`config.mk`:
```
export PLATFORM = sky130hd
export DESIGN_NAME = icache_response
export DESIGN_NICKNAME = d
export VERILOG_FILES = /design/src/rtl/icache_pkg.sv /design/src/rtl/icache_response.sv
export SDC_FILE = /design/constraint.sdc
export NUM_CORES = 1
export LEC_CHECK = 0
export ABC_AREA = 0
export BUFFER_PORTS_ARGS = -buffer_cell sky130_fd_sc_hd__buf_2
export CORE_AREA = 2 2 120 122
export CTS_BUF_LIST = sky130_fd_sc_hd__clkbuf_2 sky130_fd_sc_hd__clkbuf_4 sky130_fd_sc_hd__clkbuf_8
export DETAILED_ROUTE_END_ITERATION = 7
export DIE_AREA = 0 0 122 124
export PLACE_DENSITY = 0.64
export SYNTH_ARGS = -nofsm -noshare
export SYNTH_HDL_FRONTEND = slang
export SYNTH_SLANG_ARGS = --single-unit
```
`constraint.sdc`:
```
create_clock -name clk -period 1.02 [get_ports clk]
set_clock_uncertainty 0.15 [all_clocks]
set_input_delay 0.051 -clock clk [delete_from_list [all_inputs] [get_ports clk]]
set_output_delay 0.051 -clock clk [all_outputs]
set_load 0.02 [all_outputs]
```
`src/rtl/icache_pkg.sv`:
```
/* Cache geometry constants, typed vectors for addresses, words, tags and lines,
   and the controller state encoding */

package icache_pkg;

  // --------------------------------------------------
  // Geometry
  // --------------------------------------------------
  localparam int ADDR_WIDTH    = 32;
  localparam int DATA_WIDTH    = 32;
  localparam int ID_WIDTH      = 4;
  localparam int LINE_WORDS    = 4;
  localparam int N_ROWS        = 64;

  // Address split: | tag | index | word | byte |
  localparam int OFFSET_BITS   = $clog2(DATA_WIDTH / 8);     // 2
  localparam int WORD_SEL_BITS = $clog2(LINE_WORDS);         // 2
  localparam int INDEX_BITS    = $clog2(N_ROWS);             // 6
  localparam int TAG_BITS      = ADDR_WIDTH - INDEX_BITS - WORD_SEL_BITS - OFFSET_BITS;
  localparam int LINE_WIDTH    = LINE_WORDS * DATA_WIDTH;    // 128

  // --------------------------------------------------
  // Vector types
  // --------------------------------------------------
  typedef logic [ADDR_WIDTH-1:0]    addr_t;
  typedef logic [DATA_WIDTH-1:0]    data_t;
  typedef logic [ID_WIDTH-1:0]      id_t;
  typedef logic [INDEX_BITS-1:0]    index_t;
  typedef logic [TAG_BITS-1:0]      tag_t;
  typedef logic [WORD_SEL_BITS-1:0] word_sel_t;
  typedef logic [LINE_WIDTH-1:0]    line_t;

  // Valid bit sits above the stored tag
  typedef logic [TAG_BITS:0]        tag_entry_t;

  // --------------------------------------------------
  // Controller states
  // --------------------------------------------------
  typedef enum logic [2:0] {
    DISABLED,     // No fetches granted, disable acknowledged
    INVALIDATE,   // One row cleared per cycle
    OPERATIVE,    // Lookup pipeline running
    REFILL_REQ,   // Line address offered to memory
    REFILL_WAIT,  // Waiting for the line
    DISPATCH      // Gap cycle after a refill
  } ctrl_state_t;

endpackage
```
`src/rtl/icache_response.sv`:
```
/* Word selection for hits and refills, registered fetch response */

module icache_response (
  input  logic                  clk,
  input  logic                  rst_n,

  input  logic                  hit_resp_i,
  input  logic                  refill_resp_i,
  input  icache_pkg::id_t       s1_id_i,
  input  icache_pkg::word_sel_t s1_word_i,
  input  icache_pkg::id_t       refill_id_i,
  input  icache_pkg::word_sel_t refill_word_i,
  input  icache_pkg::line_t     line_i,
  input  icache_pkg::line_t     init_rdata_i,

  output logic                  fetch_r_valid_o,
  output icache_pkg::data_t     fetch_r_rdata_o,
  output icache_pkg::id_t       fetch_r_id_o
);
  import icache_pkg::*;

  function automatic data_t pick_word(input line_t line, input word_sel_t sel);
    pick_word = line[sel * DATA_WIDTH +: DATA_WIDTH];
  endfunction

  always_ff @(posedge clk, negedge rst_n) begin
    if (!rst_n) begin
      fetch_r_valid_o <= 1'b0;
    end else begin
      fetch_r_valid_o <= hit_resp_i | refill_resp_i;  // One cycle per strobe
    end
  end

  always_ff @(posedge clk) begin
    if (refill_resp_i) begin
      fetch_r_rdata_o <= pick_word(init_rdata_i, refill_word_i);  // Straight from memory
      fetch_r_id_o    <= refill_id_i;
    end else if (hit_resp_i) begin
      fetch_r_rdata_o <= pick_word(line_i, s1_word_i);
      fetch_r_id_o    <= s1_id_i;
    end
  end

endmodule

```
==> impl_metrics.py <==
metrics = {
    "global_routing": {
        "antenna_found_initial": 0,
        "first_global_vias": 3641,
        "overflow": 0,
        "grt_pass1_wl_um": 19200,
        "track_usage": 0.166,
        "grt_max_degree": 24,
    },
    "placed_design": {
        "placedCellCount": 715,
        "io_buffers": 308,
        "placed_cell_area_sq_um": 5290,
        "gp_congestion": 0.908,
        "dp_hpwl_um": 10900,
    },
    "detailed_routing": {
        "drt-initial-drc-count": 124,
        "wl_met2_um": 7020,
        "drt_first_pass_iters": 4,
        "met3WireLength_um": 1100,
        "ant_nets": 0,
        "wl_per_cell_um": 18.3,
        "viasPerCell": 4.74,
        "routed.top_layer": "met4",
        "vias": 3444,
        "met1_length_um": 5020,
        "drc": 0,
        "wl_um": 13300,
    },
    "final_layout": {
        "seq_area_sq_um": 1110,
        "multiInputGateArea_sq_um": 2110,
        "area_growth_pct": 68.7,
        "final_util": 0.414,
        "stdcell_count": 727,
        "diodes": 0,
        "nFillCells": 1286,
        "nNetsFinal": 818,
        "drive_gt1_frac": 0.750,
        "final_cell_area_sq_um": 5680,
    },
    "sta": {
        "slew_viol_final": 0,
        "period_share": 1.13,
        "rsz0062_at_grt": "yes",
        "max_freq_ghz": 0.866,
        "tightest_slew_ns": 0.310,
        "hold_violations": 5,
        "period_minus_slack_ns": 1.15,
        "setup_ws_ns": -0.135,
        "fin_setup_tns_ns": -3.69,
        "hold_slack_ns": -0.0852,
        "setup_violations": 58,
        "slew_headroom": 0.787,
    },
    "yosys": {
        "synth_area_leaders": "edfxtp_1, mux4_2, mux2i_1, o221ai_2, nand2b_1",
        "synth-seq-cells": 37,
        "synth_enable_flop_cells": 36,
        "syn_nets": 500,
        "synth_most_common_cell": "mux2i_1",
        "postSynthCellCount": 228,
        "synth_common_cells": "mux2i_1, edfxtp_1, nand2b_1",
        "ys.flop_type": "edfxtp_1",
        "ys_warn_count": 0,
        "yosysSeqAreaShare": 0.328,
        "synth_cell_types": 15,
        "synth-async-reset-ratio": 0.0270,
        "avgSynthCellArea_sq_um": 14.8,
        "yosys.area.top_type_share": 0.321,
        "yosysTopAreaCell": "edfxtp_1",
        "netlist_area_sq_um": 3370,
    },
    "critical_path": {
        "slowest_delay_ns": 0.54,
        "required_ns": 0.90,
        "crit_path_frequent_cell": "buf_12",
        "cp_slowest_cell": "mux4_1",
        "crit_type": "input port to flip-flop",
        "cp_top_family": "multiplexers",
        "worstSetupStartpointType": "input port",
        "crit_fanout": 6,
        "cp_num_buf_inv": 2,
        "end_kind": "flip-flop",
        "cp_cell_sequence": "buf_12 > buf_12 > mux4_1 > nand2b_1 > o221ai_1",
        "crit_arrival_ns": 1.04,
    },
    "cts": {
        "cts_tree": "yes",
        "cts_buffers": 5,
        "htreeDepth": 2,
        "clock_sink_count": 37,
        "cts_buffer_depth": 2,
        "ctsHoldBuffers": 2,
        "postCtsSetupBuffers": 0,
        "cts_root_buf": "clkbuf_8",
        "clkSlewWorstSetupHoldPaths_ns": 0.08,
    },
    "power": {
        "vdd_drop_max_mv": 0.450,
        "power_density_nw_per_um2": 979,
        "p_leak_nw": 2.69,
    },
    "floorplanning": {
        "start_util": 0.246,
        "die_h_um": 124,
        "die-area_sq_um": 15100,
        "rows": 43,
        "die_w_um": 122,
        "pin_count": 309,
        "design.core.area_sq_um": 13700,
    },
    "run_status": {
        "violations": "negative hold slack, negative setup slack",
        "status": "complete, but fails checks",
    },
    "run": {
        "max_cap_violations": 0,
    },
    "worst_hold_path": {
        "min_path_type": "input port to flip-flop",
    },
}
## cell usage in the layout (no fill, tap or decap)
master         count
buf_2            275
mux2i_1           64
edfxtp_1          36
nand2b_1          32
buf_6             32
mux4_2            31
o221ai_2          31
buf_4             12
buf_12            12
clkbuf_8           7
mux2_2             4
buf_16             2
dlygate4sd3_1      2
nand2_2            1
nand2b_2           1
or2_4              1
mux4_1             1
o221ai_1           1
clkinv_2           1
dfrtp_1            1
## what timing repair did
item / 4_1_cts / 5_1_grt
resized for setup: 42 / 29
setup endpoints to repair: 69 / 69
cloned: 2 / 0
endpoints found under the hold margin: 14 / 5
## sequential cells by signal, summed over array words and instances, names as in the netlist
name / flops
fetch_r_id_o: 4
fetch_r_rdata_o: 32
fetch_r_valid_o: 1
## cell type report
| class | count | area share |
|---|---|---|
| multi-input cells | 167 | 0.371 |
| clock inverters | 1 | 0.000881 |
| repair buffers | 335 | 0.377 |
| well taps | 180 | 0.0396 |
| flip-flops and latches | 37 | 0.195 |
| clock buffers | 7 | 0.0170 |
## stage by stage
| step | setup WS (ns) | power [mW] | hold WS, ns |
|---|---|---|---|
| after floorplan | -0.340 | 3.16 | -0.395 |
| after global placement | -0.521 | 4.11 | -0.323 |
| after detailed placement | -0.571 | 4.15 | -0.320 |
| after CTS | -0.135 | 5.54 | -0.0982 |
| after global routing | -0.189 | 5.87 | -0.108 |
| final | -0.135 | 5.56 | -0.0852 |
## kinds of logic after synthesis
kind of cell    share of synthesized area
flops                               0.328
simple gates                       0.0643
buf+inv                            0.0487
compound gates                      0.139
mux                                 0.420
## report_power, final
group / internal [mW] / switching [mW] / total, mW / leakage, nW
sequential: 1.92 / 0.108 / 2.03 / 0.381
clock: 0.613 / 0.577 / 1.19 / 0.0542
combinational: 1.32 / 1.02 / 2.34 / 2.25
total: 3.86 / 1.70 / 5.56 / 2.69
## worst paths after layout
check | from | endpoint | slack (ns) | cells after the start
max | s1_word_i[0] | fetch_r_rdata_o[31] | -0.13 | 5
min in group asynchronous | rst_n | fetch_r_valid_o | 0.43 | 3
max in group asynchronous | rst_n | fetch_r_valid_o | 0.18 | 3
min | s1_id_i[3] | fetch_r_id_o[3] | -0.09 | 2
## metal layers
layer / track usage / vias up
li1: - / 1602
met1: 0.199 / 1645
met2: 0.308 / 185
met3: 0.0321 / 12
met4: 0.0381 / 0
met5: 0 / -
Power figures use the tool's default switching activity.
