==> src/rtl/icache_pkg.sv <==
/* Cache geometry constants, typed vectors for addresses, words, tags and lines,
   and the controller state encoding */

package icache_pkg;

  // --------------------------------------------------
  // Geometry
  // --------------------------------------------------
  localparam int ADDR_WIDTH    = 32;
  localparam int DATA_WIDTH    = 32;
  localparam int ID_WIDTH      = 4;
  localparam int LINE_WORDS    = 4;
  localparam int N_ROWS        = 64;

  // Address split: | tag | index | word | byte |
  localparam int OFFSET_BITS   = $clog2(DATA_WIDTH / 8);     // 2
  localparam int WORD_SEL_BITS = $clog2(LINE_WORDS);         // 2
  localparam int INDEX_BITS    = $clog2(N_ROWS);             // 6
  localparam int TAG_BITS      = ADDR_WIDTH - INDEX_BITS - WORD_SEL_BITS - OFFSET_BITS;
  localparam int LINE_WIDTH    = LINE_WORDS * DATA_WIDTH;    // 128

  // --------------------------------------------------
  // Vector types
  // --------------------------------------------------
  typedef logic [ADDR_WIDTH-1:0]    addr_t;
  typedef logic [DATA_WIDTH-1:0]    data_t;
  typedef logic [ID_WIDTH-1:0]      id_t;
  typedef logic [INDEX_BITS-1:0]    index_t;
  typedef logic [TAG_BITS-1:0]      tag_t;
  typedef logic [WORD_SEL_BITS-1:0] word_sel_t;
  typedef logic [LINE_WIDTH-1:0]    line_t;

  // Valid bit sits above the stored tag
  typedef logic [TAG_BITS:0]        tag_entry_t;

  // --------------------------------------------------
  // Controller states
  // --------------------------------------------------
  typedef enum logic [2:0] {
    DISABLED,     // No fetches granted, disable acknowledged
    INVALIDATE,   // One row cleared per cycle
    OPERATIVE,    // Lookup pipeline running
    REFILL_REQ,   // Line address offered to memory
    REFILL_WAIT,  // Waiting for the line
    DISPATCH      // Gap cycle after a refill
  } ctrl_state_t;

endpackage
==> src/rtl/icache_ctrl.sv <==
/* Cache controller FSM: enable, disable, flush sweep, grant, refill request
   and array writes */

module icache_ctrl (
  input  logic                   clk,
  input  logic                   rst_n,

  // Fetch side
  input  logic                   fetch_req_i,
  output logic                   fetch_grant_o,

  // Stage 1 from the lookup
  input  logic                   s1_req_i,
  input  logic                   s1_hit_i,
  input  icache_pkg::id_t        s1_id_i,
  input  icache_pkg::index_t     s1_index_i,
  input  icache_pkg::tag_t       s1_tag_i,
  input  icache_pkg::word_sel_t  s1_word_i,
  output logic                   advance_o,
  output logic                   clear_o,

  // Arrays
  output logic                   rd_en_o,
  output logic                   wr_en_o,
  output icache_pkg::index_t     wr_index_o,
  output icache_pkg::tag_entry_t wr_tag_o,

  // Memory read port
  output logic                   init_arvalid_o,
  output icache_pkg::addr_t      init_araddr_o,
  input  logic                   init_arready_i,
  input  logic                   init_rvalid_i,
  output logic                   init_rready_o,

  // Response strobes
  output logic                   hit_resp_o,
  output logic                   refill_resp_o,
  output icache_pkg::id_t        refill_id_o,
  output icache_pkg::word_sel_t  refill_word_o,

  // Control side
  input  logic                   ctrl_req_enable_i,
  input  logic                   ctrl_req_disable_i,
  input  logic                   ctrl_req_flush_i,
  output logic                   ctrl_ack_enable_o,
  output logic                   ctrl_ack_disable_o,
  output logic                   ctrl_ack_flush_o,
  output logic                   ctrl_pending_o
);
  import icache_pkg::*;

  ctrl_state_t state_q, state_d;
  index_t      row_q;                  // Sweep row counter
  logic        flush_q, flush_d;       // Sweep was started by a flush
  logic        to_dis_q, to_dis_d;     // Sweep returns to DISABLED
  logic        last_row;
  logic        capture;

  // Details of the one refill in flight
  id_t         refill_id_q;
  index_t      refill_index_q;
  tag_t        refill_tag_q;
  word_sel_t   refill_word_q;

  // --------------------------------------------------
  // State and sweep registers
  // --------------------------------------------------
  always_ff @(posedge clk, negedge rst_n) begin
    if (!rst_n) begin
      state_q  <= DISABLED;
      row_q    <= '0;
      flush_q  <= 1'b0;
      to_dis_q <= 1'b0;
    end else begin
      state_q  <= state_d;
      flush_q  <= flush_d;
      to_dis_q <= to_dis_d;
      if (state_q == INVALIDATE) begin
        row_q <= row_q + 1'b1;  // Wraps to zero after the last row
      end
    end
  end

  always_ff @(posedge clk) begin
    if (capture) begin
      refill_id_q    <= s1_id_i;
      refill_index_q <= s1_index_i;
      refill_tag_q   <= s1_tag_i;
      refill_word_q  <= s1_word_i;
    end
  end

  assign last_row = (row_q == index_t'(N_ROWS - 1));

  // --------------------------------------------------
  // Next state and outputs
  // --------------------------------------------------
  always_comb begin
    state_d           = state_q;
    flush_d           = flush_q;
    to_dis_d          = to_dis_q;
    fetch_grant_o     = 1'b0;
    advance_o         = 1'b0;
    clear_o           = 1'b0;
    capture           = 1'b0;
    wr_en_o           = 1'b0;
    wr_index_o        = row_q;
    wr_tag_o          = '0;          // Valid bit cleared
    init_arvalid_o    = 1'b0;
    init_rready_o     = 1'b0;
    hit_resp_o        = 1'b0;
    refill_resp_o     = 1'b0;
    ctrl_ack_enable_o = 1'b0;
    ctrl_ack_flush_o  = 1'b0;

    unique case (state_q)
      DISABLED: begin
        if (ctrl_req_enable_i) begin
          state_d  = INVALIDATE;
          flush_d  = 1'b0;
          to_dis_d = 1'b0;
        end else if (ctrl_req_flush_i) begin
          state_d  = INVALIDATE;     // Flush while off, stay off afterwards
          flush_d  = 1'b1;
          to_dis_d = 1'b1;
        end
      end

      INVALIDATE: begin
        wr_en_o = 1'b1;
        if (last_row) begin
          ctrl_ack_flush_o  = flush_q;
          ctrl_ack_enable_o = !flush_q;
          state_d           = to_dis_q ? DISABLED : OPERATIVE;
        end
      end

      OPERATIVE: begin
        if (s1_req_i && !s1_hit_i) begin
          // Miss: hold its details and empty the pipe
          clear_o = 1'b1;
          capture = 1'b1;
          state_d = REFILL_REQ;
        end else begin
          hit_resp_o = s1_req_i;
          if (ctrl_req_disable_i) begin
            clear_o = 1'b1;
            state_d = DISABLED;
          end else if (ctrl_req_flush_i || ctrl_req_enable_i) begin
            clear_o  = 1'b1;
            state_d  = INVALIDATE;
            flush_d  = ctrl_req_flush_i;
            to_dis_d = 1'b0;
          end else begin
            fetch_grant_o = 1'b1;
            advance_o     = 1'b1;
          end
        end
      end

      REFILL_REQ: begin
        init_arvalid_o = 1'b1;
        if (init_arready_i) begin
          state_d = REFILL_WAIT;
        end
      end

      REFILL_WAIT: begin
        init_rready_o = 1'b1;
        wr_index_o    = refill_index_q;
        wr_tag_o      = {1'b1, refill_tag_q};
        if (init_rvalid_i) begin
          wr_en_o       = 1'b1;  // Line written as it is returned
          refill_resp_o = 1'b1;
          state_d       = DISPATCH;
        end
      end

      DISPATCH: begin
        state_d = OPERATIVE;
      end

      default: begin
        state_d = DISABLED;
      end
    endcase
  end

  assign rd_en_o            = fetch_req_i & fetch_grant_o;
  assign init_araddr_o      = {refill_tag_q, refill_index_q,
                               {(WORD_SEL_BITS + OFFSET_BITS){1'b0}}};  // Line aligned
  assign refill_id_o        = refill_id_q;
  assign refill_word_o      = refill_word_q;
  assign ctrl_ack_disable_o = (state_q == DISABLED);
  assign ctrl_pending_o     = (state_q == REFILL_WAIT);

endmodule

==> config.mk <==
export PLATFORM = sky130hd
export DESIGN_NAME = icache_ctrl
export DESIGN_NICKNAME = d
export VERILOG_FILES = /design/src/rtl/icache_pkg.sv /design/src/rtl/icache_ctrl.sv
export SDC_FILE = /design/constraint.sdc
export NUM_CORES = 1
export LEC_CHECK = 0
export BUFFER_PORTS_ARGS = -buffer_cell sky130_fd_sc_hd__buf_2
export CAP_MARGIN = 20
export CORE_MARGIN = 2
export CORE_UTILIZATION = 30
export DETAILED_ROUTE_END_ITERATION = 10
export PLACE_DENSITY_LB_ADDON = 0.1
export SKIP_CTS_REPAIR_TIMING = 1
export SYNTH_ARGS = -nofsm -noshare
export SYNTH_HDL_FRONTEND = slang
export SYNTH_SLANG_ARGS = --single-unit
==> constraint.sdc <==
create_clock -name clk -period 4.9 [get_ports clk]
set_clock_uncertainty 0.15 [all_clocks]
set_input_delay 0.49 -clock clk [delete_from_list [all_inputs] [get_ports clk]]
set_output_delay 0.49 -clock clk [all_outputs]
set_load 0.02 [all_outputs]
==> flow_summary.toml <==
[pwr]
p_leak_nw = 1.395
clkPwrFrac_pct = 20.4
power.switching_fraction_pct = 38.96
power.density_mw_per_mm2 = 483.8
ir_drop_v = 0.0001908
comb_power_share_pct = 37.3
p_sw_uw = 511.1
pwr-share-seq_pct = 42.2
p_int_uw = 800.6

[logic_synthesis]
async_flop_share_pct = 24.44
syn_inst = 162
synth_edf_count = 34
ys_types = 36
avgSynthCellArea_um2 = 12.13
synth_ff_type = "edfxtp_1"
ys_seq_elements = 45
yosys.area.top_type = "edfxtp_1"
synth_top_area_share_pct = 51.97
syn_area_mm2 = 0.001964
synth_top_cells_by_area = "edfxtp_1 (52%), dfrtp_1 (14%), and3_1 (8.6%), nand2_1 (5.0%), buf_4 (2.7%)"
ys_seq_area_share_pct = 65.99
yosysWarningCount = 0

[drt]
drc = 0
ant_nets = 0
drt-initial-drc-count = 68
vias_per_cell = 4.560
wl_per_cell_um = 13.71
drtPass1Iterations = 4
vias = 1628
drt_wl_total_um = 4895

[final_layout]
drive_gt1_share_pct = 46.79
final_core_util_pct = 42.70
final_area_mm2 = 0.002711
antenna_cells = 0
nNetsFinal = 324
syn_to_final_growth_pct = 38.03
final_common_cell = "buf_2"
mostFrequentLayoutCells = "buf_2 (119), edfxtp_1 (34), and3_1 (27)"
stdcell_count = 357

[sta]
hold_viol_final = 0
timing.hold.ws_ps = 221.6
rsz0062_at_grt = "no"
fin_setup_tns_ps = 0
final_max_slew_viol_count = 0
fin_crit_ps = 2827
max_slew_margin_pct = 34.88
worstMarginPinSlew_ps = 974.5
fmax_mhz = 353.7
period_share_pct = 57.70
finalSetupViolCount = 0

[global_routing]
antenna_found_initial = 0
grt_max_degree = 36
grt_pass1_wl_um = 7376
grt.overflow.total = 0
grt_use_total_pct = 13.04
grt_pass1_vias = 1481

[die]
die_y_um = 84.92
die_w_um = 84.92
die-area_mm2 = 0.007211
rows = 29
start_util_pct = 30.94
io_pins = 124
core_mm2 = 0.006350

[clock_tree]
clkLatencyLatePin_ps = 290
htreeDepth = 2
cts_tree = "built"
cts_root_buf = "clkbuf_8"
cts.sinks = 45
cts.path.max_buffers = 2
path_clk_slew_ps = 80
cts_buffers = 5

[setup_path]
crit_path_end_kind = "output port"
max_stage_delay_ps = 870
critPathLaunchType = "register"
critical_path.top_delay_family = "flip-flops"
required_ps = 4260
cp_num_buf_inv = 2
crit_chain = "nand2_1 -> clkinv_1 -> nand2_1 -> nand2_1 -> buf_2"
cp_common_cell = "nand2_1"
crit_path_top_delay_cell = "dfrtp_1"
worstSetupPathType = "reg2out"
path_max_fanout = 31
crit_arrival_ps = 2190

[placement]
dp_hpwl_um = 3718
placed_area_mm2 = 0.002595
dp_cells = 348
port_buffers = 119
finalWeightedCongestion = 0.7881

[flow_run]
maxCapViolCount = 0

[worst_hold_path]
min_path_type = "in2reg"

[outcome]
status = "completed"
-- registers in the layout, summed over array words and instances (netlist names) --
register,flops
state_q,3
refill_index_q,6
flush_q,1
to_dis_q,1
row_q,6
refill_tag_q,22
refill_word_o,2
refill_id_o,4
-- cell usage after synthesis, drive strengths merged (3+ instances only) --
master	instances
o21ai	6
edfxtp	34
and3	27
inv	4
xor2	3
nor2	8
nand2	26
a21oi	3
buf	9
nor3b	3
clkbuf	5
dfrtp	11
-- final timing paths --
kind	slack [ps]	cells after the start	start	endpoint
max	2070	5	state_q[2]	wr_index_o[0]
min	220	1	s1_tag_i[12]	refill_tag_q[12]
max reg2reg	2390	3	state_q[2]	refill_index_q[5]
min reg2reg	370	1	row_q[5]	row_q[5]
max in group asynchronous	3950	2	rst_n	row_q[5]
min in group asynchronous	450	2	rst_n	state_q[1]
-- metal layers --
layer | routed length (um) | track usage [%]
met1 | 2033 | 16.19
met2 | 2228 | 20.11
met3 | 530 | 6.128
met4 | 103 | 4.473
met5 | 0 | 0
-- logic make-up after synthesis --
| group | Yosys count | share of synthesized area (%) |
|---|---|---|
| mux | 1 | 0.5732 |
| flops | 45 | 65.99 |
| fa+ha+maj | 1 | 0.6368 |
| buf+inv | 19 | 5.413 |
| compound gates | 14 | 4.522 |
| other cells | 1 | 0.1909 |
| simple gates | 76 | 20.45 |
| xor+xnor | 5 | 2.230 |
-- per-stage QoR --
stage               setup WS, ps  power [mW]
floorplan                   1986      0.8974
global placement            2452       1.054
detailed placement          2361       1.055
CTS                         2068       1.327
global route                1853       1.403
finish                      2073       1.312
-- power groups by stage --
stage / clock [mW] / combinational, mW / sequential (mW)
final: 0.268 / 0.490 / 0.554
after global placement: 0 / 0.493 / 0.561
after global routing: 0.294 / 0.539 / 0.570
after detailed placement: 0 / 0.491 / 0.563
after floorplan: 0 / 0.363 / 0.534
after CTS: 0.280 / 0.493 / 0.554
-- cell type report --
class / count / area (um^2)
fill: 620 / 3638
sequential: 45 / 1296
timing repair buffer: 121 / 613.1
multi-input combinational: 101 / 580.6
tap: 77 / 96.34
clock buffer: 6 / 72.57
clock inverter: 2 / 33.78
inverter: 5 / 18.77
Power figures use the tool's default switching activity.
