## src/rtl/icache_pkg.sv

```systemverilog
/* Cache geometry constants, typed vectors for addresses, words, tags and lines,
   and the controller state encoding */

package icache_pkg;

  // --------------------------------------------------
  // Geometry
  // --------------------------------------------------
  localparam int ADDR_WIDTH    = 32;
  localparam int DATA_WIDTH    = 32;
  localparam int ID_WIDTH      = 4;
  localparam int LINE_WORDS    = 4;
  localparam int N_ROWS        = 64;

  // Address split: | tag | index | word | byte |
  localparam int OFFSET_BITS   = $clog2(DATA_WIDTH / 8);     // 2
  localparam int WORD_SEL_BITS = $clog2(LINE_WORDS);         // 2
  localparam int INDEX_BITS    = $clog2(N_ROWS);             // 6
  localparam int TAG_BITS      = ADDR_WIDTH - INDEX_BITS - WORD_SEL_BITS - OFFSET_BITS;
  localparam int LINE_WIDTH    = LINE_WORDS * DATA_WIDTH;    // 128

  // --------------------------------------------------
  // Vector types
  // --------------------------------------------------
  typedef logic [ADDR_WIDTH-1:0]    addr_t;
  typedef logic [DATA_WIDTH-1:0]    data_t;
  typedef logic [ID_WIDTH-1:0]      id_t;
  typedef logic [INDEX_BITS-1:0]    index_t;
  typedef logic [TAG_BITS-1:0]      tag_t;
  typedef logic [WORD_SEL_BITS-1:0] word_sel_t;
  typedef logic [LINE_WIDTH-1:0]    line_t;

  // Valid bit sits above the stored tag
  typedef logic [TAG_BITS:0]        tag_entry_t;

  // --------------------------------------------------
  // Controller states
  // --------------------------------------------------
  typedef enum logic [2:0] {
    DISABLED,     // No fetches granted, disable acknowledged
    INVALIDATE,   // One row cleared per cycle
    OPERATIVE,    // Lookup pipeline running
    REFILL_REQ,   // Line address offered to memory
    REFILL_WAIT,  // Waiting for the line
    DISPATCH      // Gap cycle after a refill
  } ctrl_state_t;

endpackage
```

## src/rtl/icache_lookup.sv

```systemverilog
/* Fetch address split, stage-1 pipeline register and tag compare */

module icache_lookup (
  input  logic                   clk,
  input  logic                   rst_n,

  // Incoming fetch
  input  logic                   fetch_req_i,
  input  icache_pkg::addr_t      fetch_addr_i,
  input  icache_pkg::id_t        fetch_id_i,

  // Pipeline strobes from the controller
  input  logic                   advance_i,
  input  logic                   clear_i,

  // Tag array
  input  icache_pkg::tag_entry_t tag_entry_i,
  output icache_pkg::index_t     rd_index_o,

  // Stage 1
  output logic                   s1_req_o,
  output icache_pkg::id_t        s1_id_o,
  output icache_pkg::index_t     s1_index_o,
  output icache_pkg::tag_t       s1_tag_o,
  output icache_pkg::word_sel_t  s1_word_o,
  output logic                   s1_hit_o
);
  import icache_pkg::*;

  word_sel_t in_word;
  index_t    in_index;
  tag_t      in_tag;

  // --------------------------------------------------
  // Address split of the incoming fetch
  // --------------------------------------------------
  assign in_word  = fetch_addr_i[OFFSET_BITS +: WORD_SEL_BITS];
  assign in_index = fetch_addr_i[OFFSET_BITS + WORD_SEL_BITS +: INDEX_BITS];
  assign in_tag   = fetch_addr_i[ADDR_WIDTH-1 -: TAG_BITS];

  assign rd_index_o = in_index;  // Arrays read in the same cycle as the grant

  // --------------------------------------------------
  // Stage 1 register
  // --------------------------------------------------
  always_ff @(posedge clk, negedge rst_n) begin
    if (!rst_n) begin
      s1_req_o <= 1'b0;
    end else if (clear_i) begin
      s1_req_o <= 1'b0;
    end else if (advance_i) begin
      s1_req_o <= fetch_req_i;
    end
  end

  always_ff @(posedge clk) begin
    if (advance_i) begin
      s1_id_o    <= fetch_id_i;
      s1_index_o <= in_index;
      s1_tag_o   <= in_tag;
      s1_word_o  <= in_word;
    end
  end

  // Hit needs both the stored valid bit and a matching tag
  assign s1_hit_o = tag_entry_i[TAG_BITS] && (tag_entry_i[TAG_BITS-1:0] == s1_tag_o);

endmodule

```

## config.mk

```make
export PLATFORM = sky130hd
export DESIGN_NAME = icache_lookup
export DESIGN_NICKNAME = d
export VERILOG_FILES = /design/src/rtl/icache_pkg.sv /design/src/rtl/icache_lookup.sv
export SDC_FILE = /design/constraint.sdc
export NUM_CORES = 1
export LEC_CHECK = 0
export BUFFER_PORTS_ARGS = -buffer_cell sky130_fd_sc_hd__buf_2
export CORE_UTILIZATION = 41
export DETAILED_ROUTE_END_ITERATION = 10
export PLACE_DENSITY = 0.8
export REMOVE_ABC_BUFFERS = 1
export SYNTH_ARGS = -nofsm -noshare
export SYNTH_HDL_FRONTEND = slang
export SYNTH_SLANG_ARGS = --single-unit
```

## constraint.sdc

```tcl
create_clock -name clk -period 2.5 [get_ports clk]
set_input_delay 0.25 -clock clk [delete_from_list [all_inputs] [get_ports clk]]
set_output_delay 0.25 -clock clk [all_outputs]
set_load 0.01 [all_outputs]
```

==> impl_results.md, run 1 <==
- Worst Hold Depth: 2
- Dominant cells by area after synthesis: edfxtp_1 76%, xor2_1 9.7%, xnor2_1 4.5%
- Placement Rows: 20
- Critical Path AT: ~1.8 ns
- First-pass GRT wire length: 4.25 mm
- Number of remaining DRC errors: 0
- Clock tree from TritonCTS: done
- Met2 wire len: 1.49 mm
- Antenna violations before repair: 0
- Number of global-route vias before repair: 1027
- Metal-1 WL: 973 um
- Yosys cell types: 11
- Most frequent cells in the layout: 103 x buf_2, 34 x edfxtp_1, 15 x xor2_1
- Hold Path Class: input port to register
- RSZ-0062 raised after global routing: no
- Hold Path Sink: s1_req_o
- Sequential standard cell area: 0.00105 mm2
- Routed wl met3: 381 um
- Max clock buf depth: 2
- CP required: 2.25 ns
- Final Net Count: 242
- Die span in x: 59.4 um
- GRT Residual Overflow: 0
- F_max: 498 MHz
- Final-layout fill cell count: 251
- Drt wl/cell: about 13 um
- Synth Register Bits: 35
- Max FO, Critical Path: 2
- CTS Sinks: 35
- Final WL: 2.90 mm
- Mapped Cells: 73
- Setup TNS: 0 ns
- CP startpoint kind: register
- Setup ws final: 0.490 ns
- Sequential area share after synthesis: 77.5%
- Vias per cell: 4.48
- Setup CP Type: register to primary output
- Port-buffer cells: just over 100
- Finished Cell Area: roughly 0.0019 mm2
- I/O pin cnt: 106
- Layout cells sized above 1: between 60 and 70%
- Critical Path End Type: primary output
- First drt pass iteration count: 5
- Worst-skew pair later-pin latency: 0.32 ns
- Max Slew Vio Count: 0
- Max_cap viols: 0
- Slowest CP cell: edfxtp_1
- Max-slew headroom: 49.2%
- Initial Util: 43.9%
- CTS Buf Count: 5
- CP top delay family: simple AND/OR/NAND/NOR gates
- Largest net degree at the start of global routing: 36
- Fin Clk Skew: 0 ns
- WP depth: 5
- Mean post-synth cell area: 18.5 um2
- Worst r2r dst: s1_req_o
- Period utilisation layout: 80.4%
- Setup WS pre-CTS: a little under 0.8 ns
- Highest routed layer: met4
- Pwr dens: 617 mW/mm2
- Placed wire-length estimate: 2.22 mm
- N_diodes: 0
- CP peak stage delay: 0.42 ns
- Post-placement cell area: 0.00188 mm2
- Final ANT Viol Nets: 0
- Worst path cell trace: xor2_1, nor4_1, nand4_1, nor3_2, buf_2
- WP buf/inv: 1
- Post-synth top area share: between 70% and 80%
- Final setup vio count: 0
- Reg clk slew, reported paths: 0.10 ns
- Pleak: 0.000884 uW
- Tot GR Track Use: around 17%
- Final Hold Viols: 0
- Die area: around 0.0035 mm2
- Worst slew pin tran: between 0.7 and 0.8 ns
- Cell chosen for the clock root: clkbuf_4
- H-tree Lvls: 2
- Crit Reg-Reg Startpoint: s1_req_o
- Initial DRC Count: 21
- Via count: 1000
- Core Region: 0.00308 mm2
- P&R area growth vs syn: 44.1%
- Post-synth top area cell: edfxtp_1
- Mapped Area: 0.00135 mm2
- Worst VDD drop: 0.436 mV
- Min Tclk post-route: 2.01 ns
- Synth warnings: 0
- Status: complete, no violations
- Hold_sp: clear_i
- Gpl congestion: 0.685
- R2R setup slack: between 1.5 and 2 ns
- Die height: 59.4 um
- Commonest non-fill, non-tap cell in the layout: buf_2
- Multi-input gate area: 259 um2
- Reg2Reg Depth: 2
-- synthesized netlist by cell type (all sizes together) --
library cell and count:
nand4 3, mux2i 1, nor3 2, edfxtp 34, nor2 1, xor2 15, nor4 3, dfrtp 1
buf 6, xnor2 7
-- sequential cells by signal (all words and copies together), names as in the netlist --
name,flops
s1_req_o,1
s1_word_o,2
s1_index_o,6
s1_tag_o,22
s1_id_o,4
-- worst max path at each step --
stage                            start  endpoint  slack [ns]
after floorplan           s1_tag_o[20]  s1_hit_o        1.07
after global placement    s1_tag_o[20]  s1_hit_o        0.79
after detailed placement  s1_tag_o[20]  s1_hit_o        0.78
after CTS                 s1_tag_o[20]  s1_hit_o        0.40
after global routing      s1_tag_o[20]  s1_hit_o        0.33
final                     s1_tag_o[20]  s1_hit_o        0.49
-- logic make-up (layout without fill, tap and decap cells) --
family                    after synthesis  after routing  synth area share, %
buffers and inverters                   6            112                 3.34
and+or+nand+nor                         9              9                 4.17
DFF                                    35             35                 77.5
muxes                                   1              1                0.741
xor gates and xnor gates               22             22                 14.3
-- area by class of cell --
cell class              count  share of cell area (%)
flip-flops and latches     35                    53.8
repair buffers            104                    27.0
multi-input cells          32                    13.3
clock buffers               7                    2.83
well taps                  44                    2.83
clock inverters             1                   0.257
-- per-stage QoR --
stage / std cells / hold slack [ns] / util (%) / total power, uW
floorplan: 67 / -0.0456 / - / 791
global route: 223 / 0.0411 / 63.2 / 1260
global placement: 214 / 0.0249 / 60.9 / 900
CTS: 223 / 0.0440 / 63.2 / 1210
detailed placement: 214 / 0.0251 / 60.9 / 909
finish: 223 / 0.0683 / 63.2 / 1200
-- per-layer routing --
metal	vias up	global-route usage, %
li1	473	-
met1	450	14.6
met2	71	31.5
met3	6	10.9
met4	0	8.16
met5	-	0
-- power breakdown --
group	internal, uW	switching (uW)
registers	695	22.7
clock network	136	168
logic	90.5	86.6
-- timing repair --
item	in CTS	in global routing
resized for setup	0	0
setup buffers	0	0
endpoints found under the hold margin	1	0
hold buffers	1	0
endpoints found under the setup margin	0	0
(Power assumes the default switching activity.)
==> run 2: changes to the inputs <==
--- a/config.mk
+++ b/config.mk
@@ -6,9 +6,9 @@
 export NUM_CORES = 1
 export LEC_CHECK = 0
 export BUFFER_PORTS_ARGS = -buffer_cell sky130_fd_sc_hd__buf_2
-export CORE_UTILIZATION = 41
+export CORE_UTILIZATION = 35
 export DETAILED_ROUTE_END_ITERATION = 10
-export PLACE_DENSITY = 0.8
+export PLACE_DENSITY = 0.72
 export REMOVE_ABC_BUFFERS = 1
 export SYNTH_ARGS = -nofsm -noshare
 export SYNTH_HDL_FRONTEND = slang
==> constraint.sdc (replaced) <==
create_clock -name clk -period 1.73 [get_ports clk]
set_input_delay 0.173 -clock clk [delete_from_list [all_inputs] [get_ports clk]]
set_output_delay 0.173 -clock clk [all_outputs]
set_load 0.01 [all_outputs]
==> run 2 against run 1 <==
Net effect:
- the flow now finishes with violations (negative setup slack)
- largest cell class unchanged
- sequential power is 45% higher
- combinational power up 52%
- die area grew 17%
- global-route usage down 3.0 points
==> impl_results.md, run 2 (synthesis gave the netlist of run 1 again) <==
- Post-placement cell area: 0.00190 mm2 (+1.3%)
- Final ANT Viol Nets: 0 (unchanged)
- Grt peak-use layer: met2
- Worst r2r dst: s1_req_o
- Placement Rows: 22 (+10%)
- Max reg flops: 22 (unchanged)
- Largest net degree at the start of global routing: 26 (-28%)
- Clock tree from TritonCTS: done
- Reg2Reg Depth: 2 (unchanged)
- Max Slew Vio Count: 0 (unchanged)
- Violated checks: negative setup slack
- Final Hold Viols: 0 (unchanged)
- Met1 Track Usage GR: 11.8% (-2.8 points)
- M3 GR Usage: 8.57% (-2.3 points)
- Pwr dens: 938 mW/mm2 (+52%)
- Worst slew pin tran: 0.276 ns (-0.486 ns)
- Period utilisation layout: 103%
- Critical Path AT: 1.60 ns (-0.16 ns)
- Worst path cell trace: xor2_1, nor4_2, nand4_1, nor3_2, buf_2
- Dpl cells: 219 (+2.3%)
- Port-buffer cells: 103 (unchanged)
- Post-Layout Cell Count: 228 (+2.2%)
- F_max: 563 MHz
- Reg clk slew, reported paths: 0.07 ns (-0.03 ns)
- Register with the most flip-flops: s1_tag_o
- Die span in x: 64.1 um (+8.0%)
- Gpl congestion: 0.774 (+13%)
- Antenna violations before repair: 0 (unchanged)
- Die area: 0.00411 mm2 (+17%)
- GRT Residual Overflow: 0 (unchanged)
- Most frequent cells in the layout: 103 x buf_2, 34 x edfxtp_1, 15 x xor2_1
- Tot GR Track Use: 14.5% (-3.0 points)
- Drt wl/cell: 12.7 um (-2.6%)
- CP startpoint kind: register
- Core Region: 0.00369 mm2 (+20%)
- Setup CP Type: register to primary output
- Commonest non-fill, non-tap cell in the layout: buf_2
- Final WL: 2.89 mm (-0.38%)
- Setup ws final: -0.0451 ns (-0.535 ns)
- Slowest CP cell: edfxtp_1
- Layout cells sized above 1: 63.9% (+1.9 points)
- Hold slack: 0.0524 ns (-0.0159 ns)
- First drt pass iteration count: 2 (-3)
- Placed wire-length estimate: 2.33 mm (+4.6%)
- Status: finished with violations
- Number of remaining DRC errors: 0 (unchanged)
- CP peak stage delay: 0.40 ns (-0.02 ns)
- Initial Util: 36.6% (-7.3 points)
- Post-layout util: 54.8% (-8.4 points)
- Initial DRC Count: 23 (+9.5%)
- Finished Cell Area: 0.00202 mm2 (+3.9%)
- Top Registers: s1_tag_o (22), s1_index_o (6), s1_id_o (4)
- Max FO, Critical Path: 2 (unchanged)
- Number of global-route vias before repair: 1030 (+0.29%)
- Worst Hold Depth: 2 (unchanged)
- Cell chosen for the clock root: clkbuf_8
- Pleak: 0.000907 uW (+2.7%)
- Worst VDD drop: 0.744 mV (+71%)
- N_diodes: 0 (unchanged)
- H-tree Lvls: 2 (unchanged)
- Max-slew headroom: 81.6% (+32 points)
- Setup TNS: -0.0451 ns (-0.0451 ns)
- Fin Clk Skew: 0 ns (unchanged)
- R2R setup slack: 1.04 ns (-0.77 ns)
- I/O pin cnt: 106 (unchanged)
- Worst-skew pair later-pin latency: 0.27 ns (-0.05 ns)
- Vias per cell: 4.41 (-1.6%)
- Max_cap viols: 0 (unchanged)
- Min Tclk post-route: between 1.5 and 2 ns
- P&R area growth vs syn: 49.7%
- Crit Reg-Reg Startpoint: s1_req_o
- Post-CTS Repair Setup Buffers: 0 (unchanged)
- Critical Path End Type: primary output
- CTS Sinks: 35 (unchanged)
- CP required: 1.56 ns (-0.69 ns)
- Hold_sp: clear_i
- Hold Path Class: input port to register
- Hold Path Sink: s1_req_o
- Die height: 64.1 um (+8.0%)
- Final setup vio count: 1 (+1)
- CTS Buf Count: 5 (unchanged)
- Max clock buf depth: 2 (unchanged)
- First-pass GRT wire length: 4.24 mm (-0.33%)
- Via count: 1006 (+0.60%)
- Met2 Usage GRT: 27.0% (-4.5 points)
- RSZ-0062 raised after global routing: yes
- Final Net Count: 243 (+0.41%)
## run 2: changes by cell type in the layout (fill, tap and decap cells not counted), sizes merged
cell | previous run | this run
buf | 103 | 104
## run 2: how the worst max path moves through the flow
stage / from / endpoint / slack [ns] / cells past startpoint
after floorplan: s1_tag_o[20] / s1_hit_o / 0.38 / 4
after global placement: s1_tag_o[17] / s1_hit_o / 0.16 / 5
after detailed placement: s1_tag_o[17] / s1_hit_o / 0.10 / 5
after CTS: s1_tag_o[17] / s1_hit_o / -0.12 / 5
after global routing: s1_tag_o[11] / s1_hit_o / -0.16 / 5
final: s1_tag_o[11] / s1_hit_o / -0.05 / 5
## run 2: critical path: cells and delay by family (launching register included)
family	cells	cell delay, ns
buf+inv	1	0.15
flops	1	0.40
xor+xnor	1	0.18
simple gates	3	0.60
## run 2: stage by stage
stage / power [uW] / setup WS, ns
detailed placement: 1320 / 0.101
global placement: 1310 / 0.160
CTS: 1930 / -0.121
finish: 1890 / -0.0451
floorplan: 1140 / 0.382
global route: 1970 / -0.156
## run 2: power by group
part	switching (uW)	leakage [uW]	internal, uW
Combinational	132	0.000513	137
Clock	266	0.0000482	321
Sequential	33.2	0.000346	1010
Total	431	0.000907	1460
## run 2: layer usage
layer	vias up	share of wire (%)
met1	464	31
met3	2	13
met2	66	55
met4	0	0.76
li1	474	-
met5	-	0
## run 2: final cells by class
class | instances | area [um2]
Clock buffer | 7 | 86.3
Tap cell | 48 | 60.1
Clock inverter | 1 | 5.00
Multi-Input combinational cell | 32 | 278
Fill cell | 326 | 1670
Sequential cell | 35 | 1050
Timing Repair Buffer | 105 | 546
## run 2: what timing repair did
action	in CTS	in global routing
endpoints found under the hold margin	1	0
hold buffers	1	0
cloned	0	0
resized for setup	3	0
endpoints found under the setup margin	1	1
pin swaps	1	1
